`src/vrf_pkg.sv`:
```
`default_nettype none

package vrf_pkg;

  //////////////////////////////////////////////////
  // Lane sizes
  //////////////////////////////////////////////////

  // Architectural vector registers in the lane
  localparam int unsigned NrVRegs = 32;

  //////////////////////////////////////////////////
  // Data types
  //////////////////////////////////////////////////

  // One word of a vector register
  typedef logic [63:0] elen_t;

  // Byte enables of one word
  typedef logic [7:0] strb_t;

  // Source register number
  typedef logic [4:0] vreg_t;

  // Element count of one operand request
  typedef logic [9:0] vlen_t;

  //////////////////////////////////////////////////
  // Enums
  //////////////////////////////////////////////////

  // Element width, a word holds 8 >> eew elements
  typedef enum logic [1:0] {
    EW8  = 2'd0,
    EW16 = 2'd1,
    EW32 = 2'd2,
    EW64 = 2'd3
  } eew_e;

  // State of one operand requester
  typedef enum logic {
    IDLE,
    REQUESTING
  } req_state_e;

endpackage

`default_nettype wire

```
`src/vrf_master_if.sv`:
```
`timescale 1ns/1ps
`default_nettype none

// One master's port into the bank crossbar
interface vrf_master_if #(
  parameter int unsigned AddrWidth = 8
);

  // Request fields, held stable while req is high
  logic                 req;
  logic [AddrWidth-1:0] addr;
  logic                 wen;
  vrf_pkg::elen_t       wdata;
  vrf_pkg::strb_t       be;

  // Same-cycle grant from the crossbar
  logic                 gnt;

  modport master (
    output req,
    output addr,
    output wen,
    output wdata,
    output be,
    input  gnt
  );

  modport xbar (
    input  req,
    input  addr,
    input  wen,
    input  wdata,
    input  be,
    output gnt
  );

endinterface

`default_nettype wire

```
`src/operand_requester.sv`:
```
`timescale 1ns/1ps
`default_nettype none

module operand_requester #(
  parameter  int unsigned NrBanks     = 4,
  parameter  int unsigned WordsPerReg = 8,
  localparam int unsigned AddrWidth   = $clog2(vrf_pkg::NrVRegs * WordsPerReg)
) (
  input  wire logic            clk_i,
  input  wire logic            rst_ni,
  // Command from the lane sequencer
  input  wire logic            cmd_valid_i,
  output logic                 cmd_ready_o,
  input  vrf_pkg::vreg_t       cmd_vreg_i,
  input  vrf_pkg::vlen_t       cmd_len_i,
  input  vrf_pkg::eew_e        cmd_eew_i,
  // Operand queue has room
  input  wire logic            operand_ready_i,
  // Read requests into the crossbar
  vrf_master_if.master         bus
);

  vrf_pkg::req_state_e  state_d, state_q;
  logic [AddrWidth-1:0] addr_d, addr_q;
  vrf_pkg::vlen_t       len_d, len_q;
  vrf_pkg::eew_e        eew_d, eew_q;

  logic                 grant;
  logic                 finish;
  vrf_pkg::vlen_t       elems_per_word;
  vrf_pkg::vlen_t       len_left;
  logic [AddrWidth-1:0] first_addr;

  //////////////////////////////////////////////////
  // Word accounting
  //////////////////////////////////////////////////

  assign elems_per_word = vrf_pkg::vlen_t'(8) >> eew_q;

  // Less than a full word left means this is the last word
  assign len_left = (len_q < elems_per_word) ? '0 : len_q - elems_per_word;

  assign first_addr = AddrWidth'(cmd_vreg_i * WordsPerReg);

  assign grant  = bus.req && bus.gnt;
  assign finish = grant && (len_left == '0);

  // Idle, or handing out the last word right now
  assign cmd_ready_o = cmd_valid_i && ((state_q == vrf_pkg::IDLE) || finish);

  // Reads only, the write fields stay quiet
  assign bus.req   = (state_q == vrf_pkg::REQUESTING) && operand_ready_i;
  assign bus.addr  = addr_q;
  assign bus.wen   = 1'b0;
  assign bus.wdata = '0;
  assign bus.be    = '0;

  //////////////////////////////////////////////////
  // Requester FSM
  //////////////////////////////////////////////////

  always_comb begin : p_next
    state_d = state_q;
    addr_d  = addr_q;
    len_d   = len_q;
    eew_d   = eew_q;

    if (grant) begin
      addr_d = addr_q + 1'b1;
      len_d  = len_left;
    end
    if (finish) begin
      state_d = vrf_pkg::IDLE;
    end

    // New command, a zero count is taken but muted
    if (cmd_ready_o) begin
      addr_d  = first_addr;
      len_d   = cmd_len_i;
      eew_d   = cmd_eew_i;
      state_d = (cmd_len_i == '0) ? vrf_pkg::IDLE : vrf_pkg::REQUESTING;
    end
  end

  always_ff @(posedge clk_i or negedge rst_ni) begin : p_regs
    if (!rst_ni) begin
      state_q <= vrf_pkg::IDLE;
      addr_q  <= '0;
      len_q   <= '0;
      eew_q   <= vrf_pkg::EW64;
    end else begin
      state_q <= state_d;
      addr_q  <= addr_d;
      len_q   <= len_d;
      eew_q   <= eew_d;
    end
  end

  // A pending request keeps pointing at the same word
  addr_stable_a : assert property (@(posedge clk_i) disable iff (!rst_ni)
    (bus.req && !bus.gnt) |=> $stable(bus.addr));

  no_req_idle_a : assert property (@(posedge clk_i) disable iff (!rst_ni)
    (state_q == vrf_pkg::IDLE) |-> !bus.req);

endmodule

`default_nettype wire

```
`src/flat_wrapper.sv`:
```
// flat-port wrapper written by rule: the top's interface ports become plain ports
module operand_requester_flat 
#(
  parameter  int unsigned NrBanks     = 4,
  parameter  int unsigned WordsPerReg = 8,
  localparam int unsigned AddrWidth   = $clog2(vrf_pkg::NrVRegs * WordsPerReg)
)
  (clk_i, rst_ni, cmd_valid_i, cmd_ready_o, cmd_vreg_i, cmd_len_i, cmd_eew_i, operand_ready_i, bus_req, bus_addr, bus_wen, bus_wdata, bus_be, bus_gnt);
  vrf_master_if bus_i ();
  input  wire logic clk_i;
  input  wire logic rst_ni;
  input  wire logic cmd_valid_i;
  output logic cmd_ready_o;
  input  vrf_pkg::vreg_t cmd_vreg_i;
  input  vrf_pkg::vlen_t cmd_len_i;
  input  vrf_pkg::eew_e cmd_eew_i;
  input  wire logic operand_ready_i;
  output wire logic [$bits(bus_i.req)-1:0] bus_req;
  output wire logic [$bits(bus_i.addr)-1:0] bus_addr;
  output wire logic [$bits(bus_i.wen)-1:0] bus_wen;
  output wire logic [$bits(bus_i.wdata)-1:0] bus_wdata;
  output wire logic [$bits(bus_i.be)-1:0] bus_be;
  input wire logic [$bits(bus_i.gnt)-1:0] bus_gnt;
  assign bus_req = bus_i.req;
  assign bus_addr = bus_i.addr;
  assign bus_wen = bus_i.wen;
  assign bus_wdata = bus_i.wdata;
  assign bus_be = bus_i.be;
  assign bus_i.gnt = bus_gnt;
  operand_requester #(.NrBanks(NrBanks), .WordsPerReg(WordsPerReg)) u_core (.clk_i(clk_i), .rst_ni(rst_ni), .cmd_valid_i(cmd_valid_i), .cmd_ready_o(cmd_ready_o), .cmd_vreg_i(cmd_vreg_i), .cmd_len_i(cmd_len_i), .cmd_eew_i(cmd_eew_i), .operand_ready_i(operand_ready_i), .bus(bus_i));
endmodule
```
`config.mk`:
```
export PLATFORM = sky130hd
export DESIGN_NAME = operand_requester_flat
export DESIGN_NICKNAME = d
export VERILOG_FILES = /design/src/vrf_pkg.sv /design/src/vrf_master_if.sv /design/src/operand_requester.sv /design/src/flat_wrapper.sv
export SDC_FILE = /design/constraint.sdc
export NUM_CORES = 1
export LEC_CHECK = 0
export BUFFER_PORTS_ARGS = -buffer_cell sky130_fd_sc_hd__buf_2
export CAP_MARGIN = 20
export CORE_ASPECT_RATIO = 1.5
export CORE_MARGIN = 5
export CORE_UTILIZATION = 47
export CTS_BUF_LIST = sky130_fd_sc_hd__clkbuf_4 sky130_fd_sc_hd__clkbuf_8
export CTS_CLUSTER_SIZE = 8
export DETAILED_ROUTE_END_ITERATION = 10
export PLACE_DENSITY = 0.83
export SLEW_MARGIN = 20
export SYNTH_ARGS = -nofsm -noshare
export SYNTH_HDL_FRONTEND = slang
export SYNTH_SLANG_ARGS = --single-unit
```
`constraint.sdc`:
```
create_clock -name clk_i -period 3.4 [get_ports clk_i]
set_input_delay 0 -clock clk_i [delete_from_list [all_inputs] [get_ports clk_i]]
set_output_delay 0 -clock clk_i [all_outputs]
set_load 0.005 [all_outputs]
```
* After elaboration in Yosys (flattened, before gate mapping)
Index checks and enable logic that the tools add are counted.
** Word-level totals
- Register bits after elaboration :: 21
- Input port bits :: 22
- Output and inout port bits :: 83
- Word-level logic and storage cells :: 26
** Operators by class
- $add $sub $neg :: 2
- $lt $le $gt $ge :: 1
- Shifts and indexed selects :: 1
- Mux-type cells :: 8
- Bitwise operators :: 1
- Reduce and logical (&&, ||, !) cells :: 9
** Operator list (count)
- $mux 10 :: 3
- $logic_not 10->1 :: 2
- $mux 8 :: 2
- $lt 10x10->1 :: 1
- $shr 4x2->10 const A :: 1
- $sub 10x10->10 :: 1
- $add 8x1->8 const B :: 1
- $logic_and 1x1->1 :: 4
- $reduce_bool 2->1 :: 2
- $mux 1 :: 3
- $logic_or 1x1->1 :: 1
- $not 1->1 :: 1

* Depth between registers and ports, before layout
Gate-level depths: netlist of the first run.
- Depth in word-level cells :: 8
- Mapped depth :: 12
- Depth with buffers taken out :: 11

* Least setup slack after synthesis of the first run
Ideal clock, no wire load.
- Path kind :: register to register
- Start :: register u_core.eew_q[1]
- End :: register u_core.addr_q[3] (netlist: u_core.bus.addr[3])
- Setup time :: 0.125 ns
- Arrival time :: 2.966 ns
- Required time :: 3.275 ns
- Slack :: 0.309 ns
- Cell stages (with the launch flop) :: 13
- Buffers on the path :: 1
- Period minus slack after synthesis :: 3.091 ns
- Path through :: dfstp_2 -> and2_1 -> ha_1 -> inv_1 -> fa_1 -> and2_1 -> o21ai_0 -> nand2_1 -> a211oi_2 -> o311ai_2 -> o31ai_4 -> buf_6 -> mux2_2
** On the way
- Word-level cells in the longest chain between the ends :: 8
- Elaborated cells between the ends (all ways) :: 10
- Those cells by class :: add/sub: 1; order compare: 1; shift: 1; mux: 2; reduce/logical: 5
** Ends and longest elaborated chain
- start: declaration :: line operand_requester.sv:26 : vrf_pkg::eew_e eew_d, eew_q;
- start signal: assignment :: line operand_requester.sv:90 : eew_q <= vrf_pkg::EW64;
- start signal: assignment :: line operand_requester.sv:95 : eew_q <= eew_d;
- $shr 4x2->10 * :: line operand_requester.sv:38 : assign elems_per_word = vrf_pkg::vlen_t'(8) >> eew_q;
- $sub 10x10->10 or $lt 10x10->1 (tied branches) :: line operand_requester.sv:41 : assign len_left = (len_q < elems_per_word) ? '0 : len_q - elems_per_word;
- $mux 10 * :: line operand_requester.sv:41
- $logic_not 10->1 * :: line operand_requester.sv:46 : assign finish = grant && (len_left == '0);
- $logic_and 1x1->1 * :: line operand_requester.sv:46
- $logic_or 1x1->1 * :: line operand_requester.sv:49 : assign cmd_ready_o = cmd_valid_i && ((state_q == vrf_pkg::IDLE) || finish);
- $logic_and 1x1->1 * :: line operand_requester.sv:49
- $mux 8 or $reduce_bool 2->1 (tied branches)
- end signal: assignment :: line operand_requester.sv:93 : addr_q <= addr_d;
- end: declaration :: line operand_requester.sv:24 : logic [AddrWidth-1:0] addr_d, addr_q;
Mark *: on every way between the ends. The rest lies on a longest branch, timed or not.
A chain may end at the register's enable or synchronous reset.

* Worst setup path after layout of the first run
Ends and elaborated chain as after synthesis.

==> results of run 1 <==
routing by layer:
| metal | vias to the layer above | global-route usage [%] |
|---|---|---|
| met5 | - | 0 |
| met4 | 0 | 5.72 |
| met3 | 10 | 1.25 |
| met2 | 88 | 25.6 |
| met1 | 701 | 14.4 |
| li1 | 713 | - |
flip-flops by register name (all words and copies together), names as in the netlist:
| register | flops |
|---|---|
| u_core.bus.addr | 8 |
| u_core.eew_q | 2 |
| u_core.len_q | 10 |
| u_core.state_q | 1 |
how the worst max path moves through the flow:
stage | from | endpoint | slack, ns | cells after the start
2_1_floorplan | u_core.eew_q[1] | u_core.bus.addr[3] | 0.31 | 12
3_3_place_gp | u_core.eew_q[1] | u_core.len_q[2] | 0.29 | 13
3_5_place_dp | u_core.eew_q[1] | u_core.len_q[2] | 0.23 | 12
4_1_cts | u_core.eew_q[1] | u_core.len_q[2] | 0.23 | 12
5_1_grt | u_core.eew_q[1] | u_core.bus.addr[6] | 0.07 | 12
6_report | u_core.eew_q[1] | u_core.bus.addr[3] | 0.30 | 12
final cells by class:
class,instances,share of cell area (%)
multi-input combinational,194,53.7
sequential,21,24.4
timing repair buffer,51,16.6
tap,46,2.66
clock buffer,3,1.91
inverter,3,0.520
clock inverter,1,0.231
power by group through the flow:
stage / logic [mW] / clock network, mW / registers, mW
final: 0.850 / 0.167 / 0.506
after global routing: 0.958 / 0.182 / 0.529
after CTS: 0.842 / 0.172 / 0.503
after detailed placement: 0.825 / 0 / 0.508
after global placement: 0.804 / 0 / 0.501
after floorplan: 0.681 / 0 / 0.486
worst max-delay path, stage by stage, from the launching register on:
cell	delay (ns)
dfstp_2	0.56
and2_1	0.12
ha_1	0.15
inv_1	0.05
fa_1	0.39
and2_1	0.19
o21ai_1	0.18
nand2_1	0.09
a211oi_2	0.28
o311ai_2	0.18
o31ai_4	0.23
buf_12	0.20
mux2_2	0.35
cells in the final DEF, fill, tap and decap left out, drive strengths merged, types with 8 or more instances in the layout:
cell and instances:
conb 73, dlygate4sd3 17, dfrtp 19, nand2 18
xnor2 8, mux2 18, nor2 13, o21ai 10
buf 34
logic make-up after synthesis:
kind of cell	Yosys count
mux	18
flops	21
buf+inv	80
xor+xnor	10
other cells	1
simple gates	61
compound gates	26
fa+ha+maj	6
timing repair:
action                                 in CTS  in global routing
gates resized for setup                     0                  1
setup endpoints to repair                   0                 15
hold buffers                               17                  0
endpoints found under the hold margin      35                  0
==> results.txt, run 1 <==
M1 wire length -> 1450 um
Die Ht -> 90.1 um
count leader, synth -> buf_4
number of global-route vias before repair -> 1430
CTS tree -> done
routability cong. -> 0.885
initial antenna violation count -> 0
drt first pass iters -> 4
DRC -> 0
Reg2Reg Depth -> 12
RSZ-0062 raised after global routing -> no
dpl hpwl -> 3120 um
internal power -> 874 uW
Hold EP -> u_core.len_q[9]
R2R Setup Slk -> 0.30 ns
Hold Path Class -> input pin to register
Sw Share -> 42.6%
RR Endpoint -> u_core.bus.addr[3]
Synth Area in Simple Gates -> 15.9%
CP Class -> register to register
main combinational cell family by area after synthesis -> buffers and inverters
Area Overhead vs Synth -> 7.78%
Post-Layout Cell Count -> 319
Compound-Gate Fraction of Synth Area -> 9.77%
combined flip-flop and latch cell area -> 528 sq um
final hold violation count -> 0
switching pwr -> 650 uW
mapped cell area -> 2010 sq um
layout cells sized above 1 -> 23.1%
CTS Sinks -> 21
drt initial violations -> 25
IO Port Bufs -> 31
Fmax -> 0.323 GHz
HP Start -> cmd_len_i[9]
CP Capture Type -> register
via count -> 1512
antenna cells -> 0
largest area contributor in the netlist -> buf_4
Synth area leaders -> buf_4 27%, dfrtp_1 24%, mux2_2 8.4%, xnor2_1 3.5%, nand2_1 3.4%
Total Routing Usage GR -> 13.4%
Period Utilization, post-route -> 91.1%
DR WL/cell -> 12.6 um
DRT Wirelength -> 4000 um
fillers -> 383
root buf cell -> clkbuf_8
Final Max Tran Viols -> 0
Ports -> 105
outcome -> finished clean
met3 wire len -> 388 um
Starting Density -> 48.2%
Final Core Density -> 51.9%
die area -> 5710 sq um
Place WS -> 0.235 ns
Avg Inst Size Synth -> 9.02 sq um
RR Startpoint -> u_core.eew_q[1]
Data arrival, critical path -> 3.25 ns
worst hold path depth -> 2
Placed Cells -> 298
DR top layer -> met4
maxcap violations -> 0
setup violators final -> 0
Synth Area in Adders -> 4.11%
area of placed instances -> 1950 sq um
H-Tree Depth -> 1
Worst Path Max Fanout -> 21
ys async rst share -> 100%
multi-input logic area -> 1160 sq um
register bit total from synthesis -> 21
Leak -> 1.04 nW
largest net degree at the start of global routing -> 22
Setup TNS -> 0 ns
Reg power frac -> 33.2%
Post-layout nets -> 302
EDFF count, synth -> 0
Ys Warns -> 0
post-synthesis mux area share -> 10.1%
Comb pwr share -> 55.8%
count of cell types in the netlist -> 43
Skew-Pair Late Insertion Delay -> 0.26 ns
Mapped Cells -> 223
area of the core -> 4170 sq um
post-DR vias/cell -> 4.74
worst vdd ir -> 0.443 mV
first-pass GRT wire length -> 6370 um
post-synth top area share -> 27.3%
antenna-violating nets left -> 0
crit start category -> register
row count -> 29
post-CTS setup buffers -> 0
Max Root-Sink Buffers -> 2
Clock power frac -> 11.0%
PwrDens -> 703 nW/um^2
Clk pin slew, worst setup/hold paths -> 0.08 ns
final worst slack -> 0.303 ns
sequential fraction of the synthesis area -> 26.3%
Post-synth top cells -> 73 x buf_4, 19 x dfrtp_1, 18 x nand2_1
final hold slack -> 0.0156 ns
Num CTS Buffers -> 3
Final Total Pwr -> 1.52 mW
XOR/XNOR share of the synthesized area -> 4.36%
Synth Flop Type -> dfrtp_1
grt ovf -> 0
Final Cell Area -> 2170 sq um
Final min period -> 3.10 ns
Final Skew -> 0.00667 ns
met2 wire length -> 2060 um
CP required -> 3.55 ns
die width -> 63.4 um
No activity file was read; power rests on OpenSTA's default activity.
==> inputs of run 2 (changes only) <==
--- a/config.mk
+++ b/config.mk
@@ -7,13 +7,15 @@
 export LEC_CHECK = 0
 export BUFFER_PORTS_ARGS = -buffer_cell sky130_fd_sc_hd__buf_2
 export CAP_MARGIN = 20
+export CELL_PAD_IN_SITES_DETAIL_PLACEMENT = 1
+export CELL_PAD_IN_SITES_GLOBAL_PLACEMENT = 1
 export CORE_ASPECT_RATIO = 1.5
 export CORE_MARGIN = 5
-export CORE_UTILIZATION = 47
+export CORE_UTILIZATION = 33
 export CTS_BUF_LIST = sky130_fd_sc_hd__clkbuf_4 sky130_fd_sc_hd__clkbuf_8
 export CTS_CLUSTER_SIZE = 8
 export DETAILED_ROUTE_END_ITERATION = 10
-export PLACE_DENSITY = 0.83
+export PLACE_DENSITY_LB_ADDON = 0.1
 export SLEW_MARGIN = 20
 export SYNTH_ARGS = -nofsm -noshare
 export SYNTH_HDL_FRONTEND = slang
==> run 2 against run 1 <==
Against the previous run: power increased by 3.1%; register-to-register slack got worse by 0.10 ns; fmax decreased by 3.2%; sequential power up 2%; flip-flop and latch count unchanged; utilization shrank 15 points; critical endpoint is now u_core.len_q[9].
==> results.txt, run 2 (synthesized netlist as in run 1, its figures left out) <==
outcome -> finished clean
root buf cell -> clkbuf_8
internal power -> 884 uW (+1.1%)
Biggest register -> u_core.len_q
RSZ-0062 raised after global routing -> no
Reg power frac -> 32.8% (-0.4 points)
H-Tree Depth -> 1 (unchanged)
drt initial violations -> 61 (+140%)
Post-Layout Cell Count -> 344 (+7.8%)
CP Capture Type -> register
Setup TNS -> 0 ns (unchanged)
area of the core -> 5870 sq um (+41%)
final hold slack -> 0.0113 ns (-0.00427 ns)
Clk pin slew, worst setup/hold paths -> 0.09 ns (about the same)
Final Cell Area -> 2190 sq um (+1.0%)
largest net degree at the start of global routing -> 22 (unchanged)
HP Start -> cmd_len_i[0]
dpl hpwl -> 4000 um (+28%)
maxcap violations -> 0 (unchanged)
grt ovf -> 0 (unchanged)
number of global-route vias before repair -> 1614 (+13%)
CTS Sinks -> 21 (unchanged)
first-pass GRT wire length -> 7850 um (+23%)
Reg2Reg Depth -> 12 (unchanged)
CP required -> 3.55 ns (about the same)
max reg flops -> 10 (unchanged)
antenna-violating nets left -> 0 (unchanged)
Final Total Pwr -> 1.57 mW (+3.1%)
Max Root-Sink Buffers -> 2 (unchanged)
Total Routing Usage GR -> 12.8% (-0.67 points)
Period Utilization, post-route -> 94.1% (+3.0 points)
Fmax -> 0.313 GHz (-3.2%)
Worst Path Max Fanout -> 18 (-14%)
CP peak stage delay -> 0.56 ns (about the same)
die area -> 7790 sq um (+36%)
CTS tree -> done
worst vdd ir -> 0.208 mV (-53%)
die width -> 73.7 um (+16%)
post-CTS setup buffers -> 0 (unchanged)
IO Port Bufs -> 31 (unchanged)
Data arrival, critical path -> 3.34 ns (+0.09 ns)
Ports -> 105 (unchanged)
CP cell instances -> and2_1 -> ha_1 -> inv_1 -> fa_1 -> and2_1 -> o21a_1 -> nor2_1 -> xnor2_1 -> a31oi_1 -> o31ai_4 -> buf_12 -> mux2_2
Final Skew -> 0.0106 ns (+0.00393 ns)
worst hold path depth -> 2 (unchanged)
via count -> 1470 (-2.8%)
Area Overhead vs Synth -> 8.90%
setup violators final -> 0 (unchanged)
Skew-Pair Late Insertion Delay -> 0.27 ns (about the same)
total stage count of the critical path -> 12 (unchanged)
Crit path max-delay family -> compound AO/OA/AOI/OAI gates
Post-layout nets -> 301 (-0.33%)
CP Launch Point -> u_core.eew_q[0]
commonest non-fill, non-tap cell in the layout -> conb_1
crit path buf inv count -> 2 (unchanged)
DRC -> 0 (unchanged)
layout cells sized above 1 -> 23.5% (+0.45 points)
Sw Share -> 43.8% (+1.1 points)
Worst-Margin Slew -> 0.538 ns
Num CTS Buffers -> 3 (unchanged)
most frequent cells in the layout -> 73 x conb_1, 31 x buf_2, 19 x dfrtp_1, 18 x nand2_1
Final min period -> 3.20 ns (+0.102 ns)
Comb pwr share -> 55.7% (about the same)
post-DR vias/cell -> 4.27 (-9.8%)
initial antenna violation count -> 0 (unchanged)
row count -> 34 (+17%)
final hold violation count -> 0 (unchanged)
Die Ht -> 106 um (+17%)
Leak -> 1.04 nW (-0.21%)
CP Class -> register to register
area of placed instances -> 1990 sq um (+2.1%)
DR WL/cell -> 14.3 um (+14%)
Starting Density -> 34.2% (-14 points)
crit start category -> register
Slew HR -> 64.1%
drt first pass iters -> 2 (-2)
Placed Cells -> 325 (+9.1%)
DRT Wirelength -> 4930 um (+23%)
Hold Path Class -> input pin to register
PwrDens -> 718 nW/um^2 (+2.1%)
RR Startpoint -> u_core.eew_q[0]
antenna cells -> 0 (unchanged)
Clock power frac -> 11.5% (+0.5 points)
switching pwr -> 688 uW (+5.8%)
routability cong. -> 0.820 (-7.3%)
Final Max Tran Viols -> 0 (unchanged)
CP max stage cell -> dfstp_2
cell mode on critical path -> and2_1
## run 2: changes by cell type in the layout (fill, tap and decap cells not counted)
| cell | change |
|---|---|
| dlygate4sd3_1 | -2 |
| buf_4 | +1 |
| clkbuf_4 | +1 |
| clkinv_2 | -1 |
## run 2: stage by stage
step	utilization [%]	worst slack, ns
after floorplan	-	0.309
after global placement	33.9	0.239
after detailed placement	33.9	0.141
after CTS	37.3	0.101
after global routing	37.3	0.0555
final	37.3	0.201
## run 2: power groups by stage
stage | Sequential (mW) | Clock [mW] | Combinational [mW]
2_1_floorplan | 0.486 | 0 | 0.681
3_3_place_gp | 0.520 | 0 | 0.854
3_5_place_dp | 0.520 | 0 | 0.871
4_1_cts | 0.516 | 0.191 | 0.891
5_1_grt | 0.540 | 0.200 | 0.981
6_report | 0.515 | 0.181 | 0.875
## run 2: worst paths after layout
kind,end,slack [ns]
setup / recovery,u_core.len_q[9],0.20
hold / removal,u_core.len_q[0],0.01
setup reg to reg,u_core.len_q[9],0.20
hold reg to reg,u_core.state_q,0.60
max in group asynchronous,u_core.len_q[9],2.79
min in group asynchronous,u_core.bus.addr[4],0.24
## run 2: timing repair
action / in CTS / in global routing
endpoints found under the setup margin: 0 / 14
hold endpoints to repair: 33 / 0
hold buffers: 15 / 0
gates resized for setup: 0 / 1
## run 2: cell type report
cell class | instances | area (sq um)
multi-input cells | 194 | 1160
well taps | 72 | 90.1
repair buffers | 50 | 348
inverters | 3 | 11.3
clock buffers | 4 | 48.8
fillers | 744 | 3680
flip-flops and latches | 21 | 528
## run 2: worst register-to-register path, delay by kind of cell, from the launching register on
kind                     cells  cell delay (ns)
AND/OR/NAND/NOR              3             0.43
XOR/XNOR                     1             0.20
buffers and inverters        2             0.25
AO/OA/AOI/OAI                3             0.73
flip-flops                   1             0.56
adder cells (fa/ha/maj)      2             0.55
multiplexers                 1             0.35
## run 2: routing by layer
layer | global-route usage [%] | part of all wire, % | vias up
met4 | 3.11 | 0.67 | 0
met1 | 13.3 | 36 | 699
met3 | 2.00 | 6.7 | 2
met5 | 0 | 0 | -
li1 | - | - | 711
met2 | 25.3 | 56 | 58
